<file path="config.mk">
export PLATFORM = sky130hd
export DESIGN_NAME = vector_mod_top
export DESIGN_NICKNAME = d
export VERILOG_FILES = /design/src/source/vector_mod_pkg.sv /design/src/source/scalar_mod.sv /design/src/source/vector_mod_ctrl.sv /design/src/source/vector_mod_top.sv
export VERILOG_INCLUDE_DIRS = /design/src /design/src/source
export SDC_FILE = /design/constraint.sdc
export NUM_CORES = 1
export LEC_CHECK = 0
export BUFFER_PORTS_ARGS = -buffer_cell sky130_fd_sc_hd__buf_2
export CAP_MARGIN = 10
export CORE_MARGIN = 2
export CORE_UTILIZATION = 55
export CTS_CLUSTER_DIAMETER = 40
export DETAILED_ROUTE_END_ITERATION = 10
export PLACE_DENSITY_LB_ADDON = 0.25
export REMOVE_ABC_BUFFERS = 1
export SETUP_SLACK_MARGIN = 0.15
export SLEW_MARGIN = 10
export SYNTH_ARGS = -nofsm -noshare
export SYNTH_HDL_FRONTEND = slang
export SYNTH_SLANG_ARGS = --single-unit
</file>
<file path="constraint.sdc">
create_clock -name CLK -period 3.6 [get_ports CLK]
set_clock_uncertainty 0.15 [all_clocks]
set_input_delay 0.72 -clock CLK [delete_from_list [all_inputs] [get_ports CLK]]
set_output_delay 0.72 -clock CLK [all_outputs]
set_load 0.02 [all_outputs]
</file>
<file path="src/source/vector_mod_consts.svh">
`ifndef VECTOR_MOD_CONSTS_SVH
`define VECTOR_MOD_CONSTS_SVH

// Data, modulus and remainder word width
`define VM_DATA_WIDTH 16

// Vector length field and element index width
`define VM_LEN_WIDTH 8

// Engine iterations per element
// One quotient bit per cycle, so equal to the data width
`define VM_MOD_CYCLES `VM_DATA_WIDTH

`endif

</file>
<file path="src/source/vector_mod_pkg.sv">
`include "vector_mod_consts.svh"

package vector_mod_pkg;

  ////////////////////
  // Element bundles
  ////////////////////

  // One vector element as presented by the host
  typedef struct packed {
    logic [`VM_DATA_WIDTH-1:0] modulus;
    logic [`VM_DATA_WIDTH-1:0] data;
  } vm_operands_t;

  // Remainder plus end-of-vector flag
  typedef struct packed {
    logic [`VM_DATA_WIDTH-1:0] value;
    logic                      last;
  } vm_result_t;

  ////////////////////
  // Control FSM
  ////////////////////

  // Idle until START, then alternate input / engine wait
  typedef enum logic [1:0] {
    IDLE        = 2'd0,
    WAIT_INPUT  = 2'd1,
    WAIT_ENGINE = 2'd2
  } vm_state_t;

endpackage

</file>
<file path="src/source/scalar_mod.sv">
`timescale 1ns/1ns

`include "vector_mod_consts.svh"

module scalar_mod
  import vector_mod_pkg::*;
(
  input  logic                      CLK,
  input  logic                      RST,
  input  logic                      start,
  input  vm_operands_t              operands,
  output logic                      done,
  output logic [`VM_DATA_WIDTH-1:0] remainder
);

  localparam int W     = `VM_DATA_WIDTH;
  localparam int CNT_W = $clog2(`VM_MOD_CYCLES);

  ////////////////////
  // Signals
  ////////////////////

  // Run control
  logic             busy;
  logic [CNT_W-1:0] iter_cnt;
  logic             last_iter;

  // Dividend bits still to shift in, MSB first
  logic [W-1:0] dividend_sr;

  // Partial remainder
  logic [W-1:0] rem_q;

  // One restoring step
  logic [W:0]   trial;
  logic [W-1:0] diff;
  logic         fits;
  logic [W-1:0] rem_next;

  ////////////////////
  // Step logic
  ////////////////////

  // Shift the next dividend bit under the partial remainder
  assign trial = {rem_q, dividend_sr[W-1]};
  assign diff  = trial[W-1:0] - operands.modulus;

  // Zero modulus always fits and subtracts nothing
  assign fits     = (trial >= {1'b0, operands.modulus});
  assign rem_next = fits ? diff : trial[W-1:0];

  assign last_iter = (iter_cnt == CNT_W'(`VM_MOD_CYCLES - 1));

  ////////////////////
  // Run control
  ////////////////////

  always_ff @(posedge CLK or posedge RST) begin
    if (RST) begin
      busy     <= 1'b0;
      iter_cnt <= '0;
      done     <= 1'b0;
    end else begin
      // Done is a single-cycle pulse
      done <= 1'b0;
      if (start) begin
        busy     <= 1'b1;
        iter_cnt <= '0;
      end else if (busy) begin
        iter_cnt <= iter_cnt + 1'b1;
        if (last_iter) begin
          // Final step lands together with done
          busy <= 1'b0;
          done <= 1'b1;
        end
      end
    end
  end

  ////////////////////
  // Datapath
  ////////////////////

  always_ff @(posedge CLK) begin
    if (start) begin
      dividend_sr <= operands.data;
      rem_q       <= '0;
    end else if (busy) begin
      dividend_sr <= {dividend_sr[W-2:0], 1'b0};
      rem_q       <= rem_next;
    end
  end

  // Held after done until the next start
  assign remainder = rem_q;

endmodule

</file>
<file path="src/source/vector_mod_ctrl.sv">
`timescale 1ns/1ns

`include "vector_mod_consts.svh"

module vector_mod_ctrl
  import vector_mod_pkg::*;
(
  input  logic                      CLK,
  input  logic                      RST,
  input  logic                      start,
  input  logic [`VM_LEN_WIDTH-1:0]  size,
  input  logic                      data_in_enable,
  input  vm_operands_t              operands,
  output logic                      mod_start,
  output vm_operands_t              mod_operands,
  input  logic                      mod_done,
  input  logic [`VM_DATA_WIDTH-1:0] mod_remainder,
  output logic                      data_out_enable,
  output vm_result_t                result,
  output logic                      ready
);

  ////////////////////
  // Signals
  ////////////////////

  vm_state_t state;

  // Vector length latched on START
  logic [`VM_LEN_WIDTH-1:0] size_q;

  // Index of the element in flight
  logic [`VM_LEN_WIDTH-1:0] elem_idx;

  // Element in flight is the final one
  logic last_elem;

  // Strobe counts only while waiting for input
  logic accept;

  assign accept    = (state == WAIT_INPUT) && data_in_enable;
  assign last_elem = (elem_idx == (size_q - `VM_LEN_WIDTH'(1)));

  ////////////////////
  // Control FSM
  ////////////////////

  always_ff @(posedge CLK or posedge RST) begin
    if (RST) begin
      state           <= IDLE;
      size_q          <= '0;
      elem_idx        <= '0;
      mod_start       <= 1'b0;
      data_out_enable <= 1'b0;
      ready           <= 1'b0;
      result          <= '0;
    end else begin
      // Pulses default low
      mod_start       <= 1'b0;
      data_out_enable <= 1'b0;
      ready           <= 1'b0;
      case (state)
        IDLE: begin
          // New vector
          if (start) begin
            size_q   <= size;
            elem_idx <= '0;
            state    <= WAIT_INPUT;
          end
        end
        WAIT_INPUT: begin
          // Launch engine on every element
          if (data_in_enable) begin
            mod_start <= 1'b1;
            state     <= WAIT_ENGINE;
          end
        end
        WAIT_ENGINE: begin
          if (mod_done) begin
            result.value    <= mod_remainder;
            result.last     <= last_elem;
            data_out_enable <= 1'b1;
            if (last_elem) begin
              // Vector complete
              ready <= 1'b1;
              state <= IDLE;
            end else begin
              elem_idx <= elem_idx + 1'b1;
              state    <= WAIT_INPUT;
            end
          end
        end
        default: begin
          state <= IDLE;
        end
      endcase
    end
  end

  ////////////////////
  // Operand latch
  ////////////////////

  // Held steady for the whole engine run
  always_ff @(posedge CLK) begin
    if (accept) begin
      mod_operands <= operands;
    end
  end

endmodule

</file>
<file path="src/source/vector_mod_top.sv">
`timescale 1ns/1ns

`include "vector_mod_consts.svh"

module vector_mod_top
  import vector_mod_pkg::*;
(
  input  logic                     CLK,
  input  logic                     RST,
  input  logic                     start,
  input  logic [`VM_LEN_WIDTH-1:0] size,
  input  logic                     data_in_enable,
  input  vm_operands_t             operands,
  output logic                     data_out_enable,
  output vm_result_t               result,
  output logic                     ready
);

  // Control to engine
  logic         mod_start;
  vm_operands_t mod_operands;

  // Engine to control
  logic                      mod_done;
  logic [`VM_DATA_WIDTH-1:0] mod_remainder;

  // Element sequencing and result register
  vector_mod_ctrl u_ctrl (
    .CLK             (CLK),
    .RST             (RST),
    .start           (start),
    .size            (size),
    .data_in_enable  (data_in_enable),
    .operands        (operands),
    .mod_start       (mod_start),
    .mod_operands    (mod_operands),
    .mod_done        (mod_done),
    .mod_remainder   (mod_remainder),
    .data_out_enable (data_out_enable),
    .result          (result),
    .ready           (ready)
  );

  // Scalar remainder engine
  scalar_mod u_scalar_mod (
    .CLK       (CLK),
    .RST       (RST),
    .start     (mod_start),
    .operands  (mod_operands),
    .done      (mod_done),
    .remainder (mod_remainder)
  );

endmodule

</file>
## Word level (Yosys, flattened, before mapping)

Index checks and enable logic that the tools add are counted.

| word-level totals | value |
|---|---|
| bits in registers | 108 |
| bits in latches | 0 |
| RAM bits | 0 |
| ROM bits | 0 |
| input port bits | 44 |
| output and inout port bits | 19 |
| word-level logic and storage cells | 63 |
| memories kept | 0 |

| operators by class | value |
|---|---|
| $add $sub $neg | 4 |
| $mul | 0 |
| divide/modulo/power cells | 0 |
| magnitude comparators | 1 |
| equal/unequal tests | 8 |
| shift-type cells | 0 |
| muxes and demuxes | 27 |
| bitwise logic cells | 0 |
| reduce and logical (&&, ||, !) cells | 8 |

Operator list:

| operator | count |
|---|---|
| 2-to-1 mux 16 bit | 3 |
| 2-to-1 mux 8 bit | 3 |
| greater-or-equal comparator 17 x 16 -> 1 bit | 1 |
| case mux 8 bit (2 select lines) | 1 |
| subtractor 16 bit | 1 |
| 2-to-1 mux 1 bit | 14 |
| adder 8 x 1 -> 8 bit (second input constant) | 1 |
| equality test 8 bit | 1 |
| 2-to-1 mux 4 bit | 2 |
| subtractor 8 x 1 -> 8 bit (second input constant) | 1 |
| 2-to-1 mux 2 bit | 3 |
| != test 2 bit (second input constant) | 3 |
| case mux 2 bit (3 select lines) | 1 |
| adder 4 x 1 -> 4 bit (second input constant) | 1 |
| equality test 4 bit (second input constant) | 1 |
| AND reduction 2 bit | 2 |
| AND reduction 4 bit | 1 |
| nonzero test 2 bit | 2 |
| AND reduction 3 bit | 1 |
| equality test 2 x 1 -> 1 bit (second input constant) | 1 |
| equality test 2 bit (second input constant) | 1 |
| zero test 2 bit | 1 |
| != test 2 x 1 -> 1 bit (second input constant) | 1 |
| logical AND 1 bit | 1 |

## Logic depth before layout (Yosys ltp)

| depth | value |
|---|---|
| depth after elaboration | 5 |
| gate-level depth with buffers | 10 |
| depth with buffers taken out | 9 |

## By module

From an unflattened synthesis, not the netlist that was laid out.

| unflattened totals | value |
|---|---|
| cell total of the unflattened synthesis | 491 |
| area, all modules | 5333.9 um^2 |

By module, submodules not included:

| module | instances | cells each | area an instance (um^2) |
|---|---|---|---|
| vector_mod_ctrl | 1 | 226 | 2788.9 |
| scalar_mod | 1 | 265 | 2544.9 |

## Worst setup path after synthesis

No wires, ideal clock.

| timing | value |
|---|---|
| path kind | input to register |
| from | in data_in_enable |
| to | reg, netlist name u_ctrl.mod_operands[0] |
| setup time | 0.424 ns |
| arrival time | 2.184 ns |
| data required time | 3.026 ns |
| setup slack | 0.842 ns |
| stages | 2 |
| cell sequence | nand2_1 nor2_1 |

| between the ends | value |
|---|---|
| longest elaborated chain between the ends | 1 |

RTL lines:

| element | line | text |
|---|---|---|
| from (decl) | vector_mod_top.sv:12 | `input logic data_in_enable,` |
| logical AND 1 bit | vector_mod_ctrl.sv:41 | `assign accept = (state == WAIT_INPUT) && data_in_enable;` |
| named net u_ctrl.accept | vector_mod_ctrl.sv:39 | `logic accept;` |

The timed path passes the listed nets, and every way through them passes these cells.
A chain may end at the register's enable or synchronous reset.

## Worst setup path after layout

| timing | value |
|---|---|
| from | reg, netlist name u_ctrl.mod_operands[22] |
| to | reg u_scalar_mod.rem_q[11] (netlist: u_scalar_mod.remainder[11]) |

| between the ends | value |
|---|---|
| longest elaborated chain between the ends | 2 |

RTL lines:

| element | line | text |
|---|---|---|
| subtractor 16 bit / greater-or-equal comparator 17 x 16 -> 1 bit (equally long branches) | scalar_mod.sv:46, scalar_mod.sv:49 |  |
| 2-to-1 mux 16 bit * | scalar_mod.sv:50 | `assign rem_next = fits ? diff : trial[W-1:0];` |
| to (signal assigned) | scalar_mod.sv:90 | `rem_q <= rem_next;` |
| to (decl) | scalar_mod.sv:32 | `logic [W-1:0] rem_q;` |

Mark *: on every way between the ends. The rest lies on a longest branch, timed or not.

==> out/results.txt <==
The leakage power was 0.00263 uW; the total net switching power was 2080 uW. The largest net degree at the start of global routing came out at 45. Nature of the critical path endpoint: a register. The maximum clock path buffer count was 2. Type of the setup path with the least slack: reg -> reg. Measured in cells, the most critical reg-to-reg path has a length of 8.

Once layout is complete, the cells apart from fillers number 676. The total count of max-transition violations in the final report is 0, and the floorplan row count is 35. The worst setup path is launched from a register. The number of distinct standard cells referenced by the synthesized netlist was 60. Worst slew slack as a fraction of its limit: 0.317. The core region is 9280 um2. The number of I/O port buffers came out at 62. In this run, synthesis inferred 48 flip-flops with an integrated enable.

The average detailed-routed wire length per instance works out to 15.8 um. For this run, the detailed router's first-pass iteration total came to 5. The TritonCTS sink count was 108. TritonCTS built the clock tree.

The tools report the number of setup violations in the final report as 0. Prior to clock tree synthesis, the placed netlist has a worst setup slack of 0.880 ns. The net switching fraction of the power works out to 0.397. The share of flip-flops with an asynchronous set or reset was 0.407.

The master cell of the clock root buffer is clkbuf_8. The dominant register cell in the synthesized netlist was edfxtp_1. For the arrival time of data at the critical path endpoint, the log shows 2.90 ns. The library cell used most frequently in the layout, excluding fill and tap cells, is nand2_1. From synthesis to final layout, the design area changed by 12.1%.

The total clock buffers created by CTS was 9. The net count of the finished layout is 606. The post-synthesis sequential area ratio is 0.540. The global route total overflow is 0, and the number of buffers inserted by hold repair at cts is 0. The number of setup buffers added after CTS came out at 0. Yosys printed 0 warnings. The via count of the first global-routing pass is 3799. Setup repair after global routing left no endpoint under its margin. The first routing iteration left 204 violations. The number of hold violations in the final report was 0. The post-synthesis cell type with the largest combined area was edfxtp_1.

The final worst-path cycle share was 0.773. The initial antenna violation count was 0. Detailed placement finished with a half-perimeter wire length of 7.23 mm. CTS H-tree depth: 3. From left edge to right edge, the die measures 102 um. The die area is 10400 um2, and the maximum fanout count along the critical path is 18. In the routed layout, each cell is associated on average with a via count of 5.60.

The required time reported for the critical path endpoint is 3.71 ns. The first-pass GRT wire length was 17.6 mm; the top-level port count was 63. Cell internal power was estimated by the tool at 3160 uW.

The initial cell density of the core is 0.571, and the layout cell share with drive strength beyond 1 is 0.225. The post-route setup TNS is 0 ns, and the actual slew at the worst max-slew pin is 1.02 ns. In the layout the commonest cells are nand2_1 (69), buf_2 (62), edfxtp_1 (48). The worst path in the final design needs a cycle of 2.78 ns, including I/O delays and setup. Timing would allow up to 359 MHz.

The worst path meets setup with 0.817 ns of slack. Ranked by total cell area, the synthesized netlist is headed by edfxtp_1 (27%), dfrtp_1 (21%), dfxtp_1 (6.0%). The synthesized area per cell is 11.0 um2, and the antenna diode count is 0.

The area of the mapped netlist was 5310 um2. The areal power density over the cells came out at 882 nW/um2. The gate count after technology mapping came out at 483. The register clock-pin slew on the reported worst setup and hold paths was 0.11 ns. The quantity of gates resized following cts is 0, and the worst IR drop on VDD is 0.394 mV. The global-route usage over all layers is 0.216, and the flop and latch count out of synthesis is 108.

Count of unresolved DRC violations after routing: 0. The proportion of power drawn by combinational gates is 0.466. Routability-driven placement finished with a final weighted congestion of 0.898. After detailed placement, the design holds a cell count of 660. The flow ran to the end, and the final reports show no timing, DRC or antenna violations. Measured along the y axis, the die boundary spans 102 um. At the later pin of the worst-skew pair, clock insertion delay measures 0.37 ns. The area share of the largest cell type after synthesis came out at 0.272. Type of the tightest min-delay check: in -> async. The sequential share of power was 0.388. The number of nets with antenna violations after detailed routing came out at 0. The clock share of power was 0.147; the number of violations of the max-capacitance limit was 0.

The run gives 3786 as the vias after detailed routing. After detailed routing, the total wire length is 10.7 mm.
stage by stage:
step / power [uW] / hold WS (ns) / util / instance area (um2)
2_1_floorplan: 3860 / 0.276 / - / 5230
3_3_place_gp: 4370 / 0.304 / 0.618 / 5740
3_5_place_dp: 4460 / 0.309 / 0.618 / 5740
4_1_cts: 5250 / 0.327 / 0.640 / 5940
5_1_grt: 5590 / 0.335 / 0.640 / 5940
6_report: 5240 / 0.307 / 0.640 / 5940
critical path, cell delays in order (launching register included):
cell and delay [ns]:
edfxtp_1 0.34, inv_1 0.04, ha_1 0.37, a21o_1 0.24, a2111oi_4 0.38, or2_4 0.21, a31oi_4 0.23, or2_4 0.41
o311a_1 0.30
sequential cells by signal, indices dropped and copies added, names as in the netlist:
register / cells
u_ctrl.mod_operands: 32
u_scalar_mod.busy: 1
u_ctrl.data_out_enable: 1
u_scalar_mod.iter_cnt: 4
u_ctrl.mod_start: 1
u_ctrl.result: 17
u_ctrl.ready: 1
u_ctrl.state: 2
u_scalar_mod.remainder: 16
u_scalar_mod.dividend_sr: 16
u_scalar_mod.done: 1
u_ctrl.elem_idx: 8
u_ctrl.size_q: 8
cell usage after synthesis (all sizes together) (2+ instances only):
cell,number
nand2,70
edfxtp,48
dfrtp,44
nor2,36
inv,28
mux2,23
ha,19
dfxtp,16
o21ai,16
xnor2,14
clkbuf,13
nand3,13
a21oi,12
mux2i,10
nor3,10
o21a,8
o311a,8
nor4,7
a211oi,6
a21o,6
o221ai,6
or2,6
buf,5
xor2,5
nand2b,4
nand4,4
nor2b,4
o211ai,4
a31o,3
and2,3
o2111ai,3
o41ai,3
a311oi,2
a31oi,2
nor3b,2
or3,2
or4,2
power by group through the flow:
| stage | Sequential (uW) | Combinational [uW] | Clock [uW] |
|---|---|---|---|
| floorplan | 2110 | 1750 | 0 |
| finish | 2030 | 2440 | 768 |
| global route | 2090 | 2670 | 837 |
| CTS | 2040 | 2420 | 791 |
| detailed placement | 2060 | 2400 | 0 |
| global placement | 2050 | 2330 | 0 |
layer usage:
layer / GRT usage / up-vias / share of wire
met5: 0 / - / 0
met4: 0.0851 / 0 / 0.018
met3: 0.0492 / 14 / 0.050
met2: 0.353 / 105 / 0.48
met1: 0.280 / 1805 / 0.45
li1: - / 1862 / -
layout make-up:
| class | count | area [um2] |
|---|---|---|
| Timing Repair Buffer | 66 | 340 |
| Sequential cell | 108 | 2860 |
| Inverter | 29 | 109 |
| Tap cell | 129 | 161 |
| Clock buffer | 9 | 124 |
| Clock inverter | 7 | 82.6 |
| Multi-Input combinational cell | 328 | 2260 |
| Fill cell | 764 | 3340 |
cells by family after synthesis:
kind of cell / after synthesis / share of synthesized area
simple gates: 165 / 0.142
flops: 108 / 0.540
compound gates: 91 / 0.136
buf+inv: 47 / 0.0349
mux: 33 / 0.0677
fa+ha+maj: 20 / 0.0486
xor+xnor: 19 / 0.0314
worst paths after layout:
check | start | end | slack [ns]
min | RST | u_ctrl.result[7] | 0.31
min in group CLK | u_ctrl.result[5] | u_ctrl.result[5] | 0.33
max in group asynchronous | RST | u_ctrl.result[14] | 2.59
max | u_ctrl.mod_operands[22] | u_scalar_mod.remainder[11] | 0.82
min reg2reg | u_ctrl.result[5] | u_ctrl.result[5] | 0.33
max reg2reg | u_ctrl.mod_operands[22] | u_scalar_mod.remainder[11] | 0.82
Note: power is estimated with default switching activity, not from simulation.
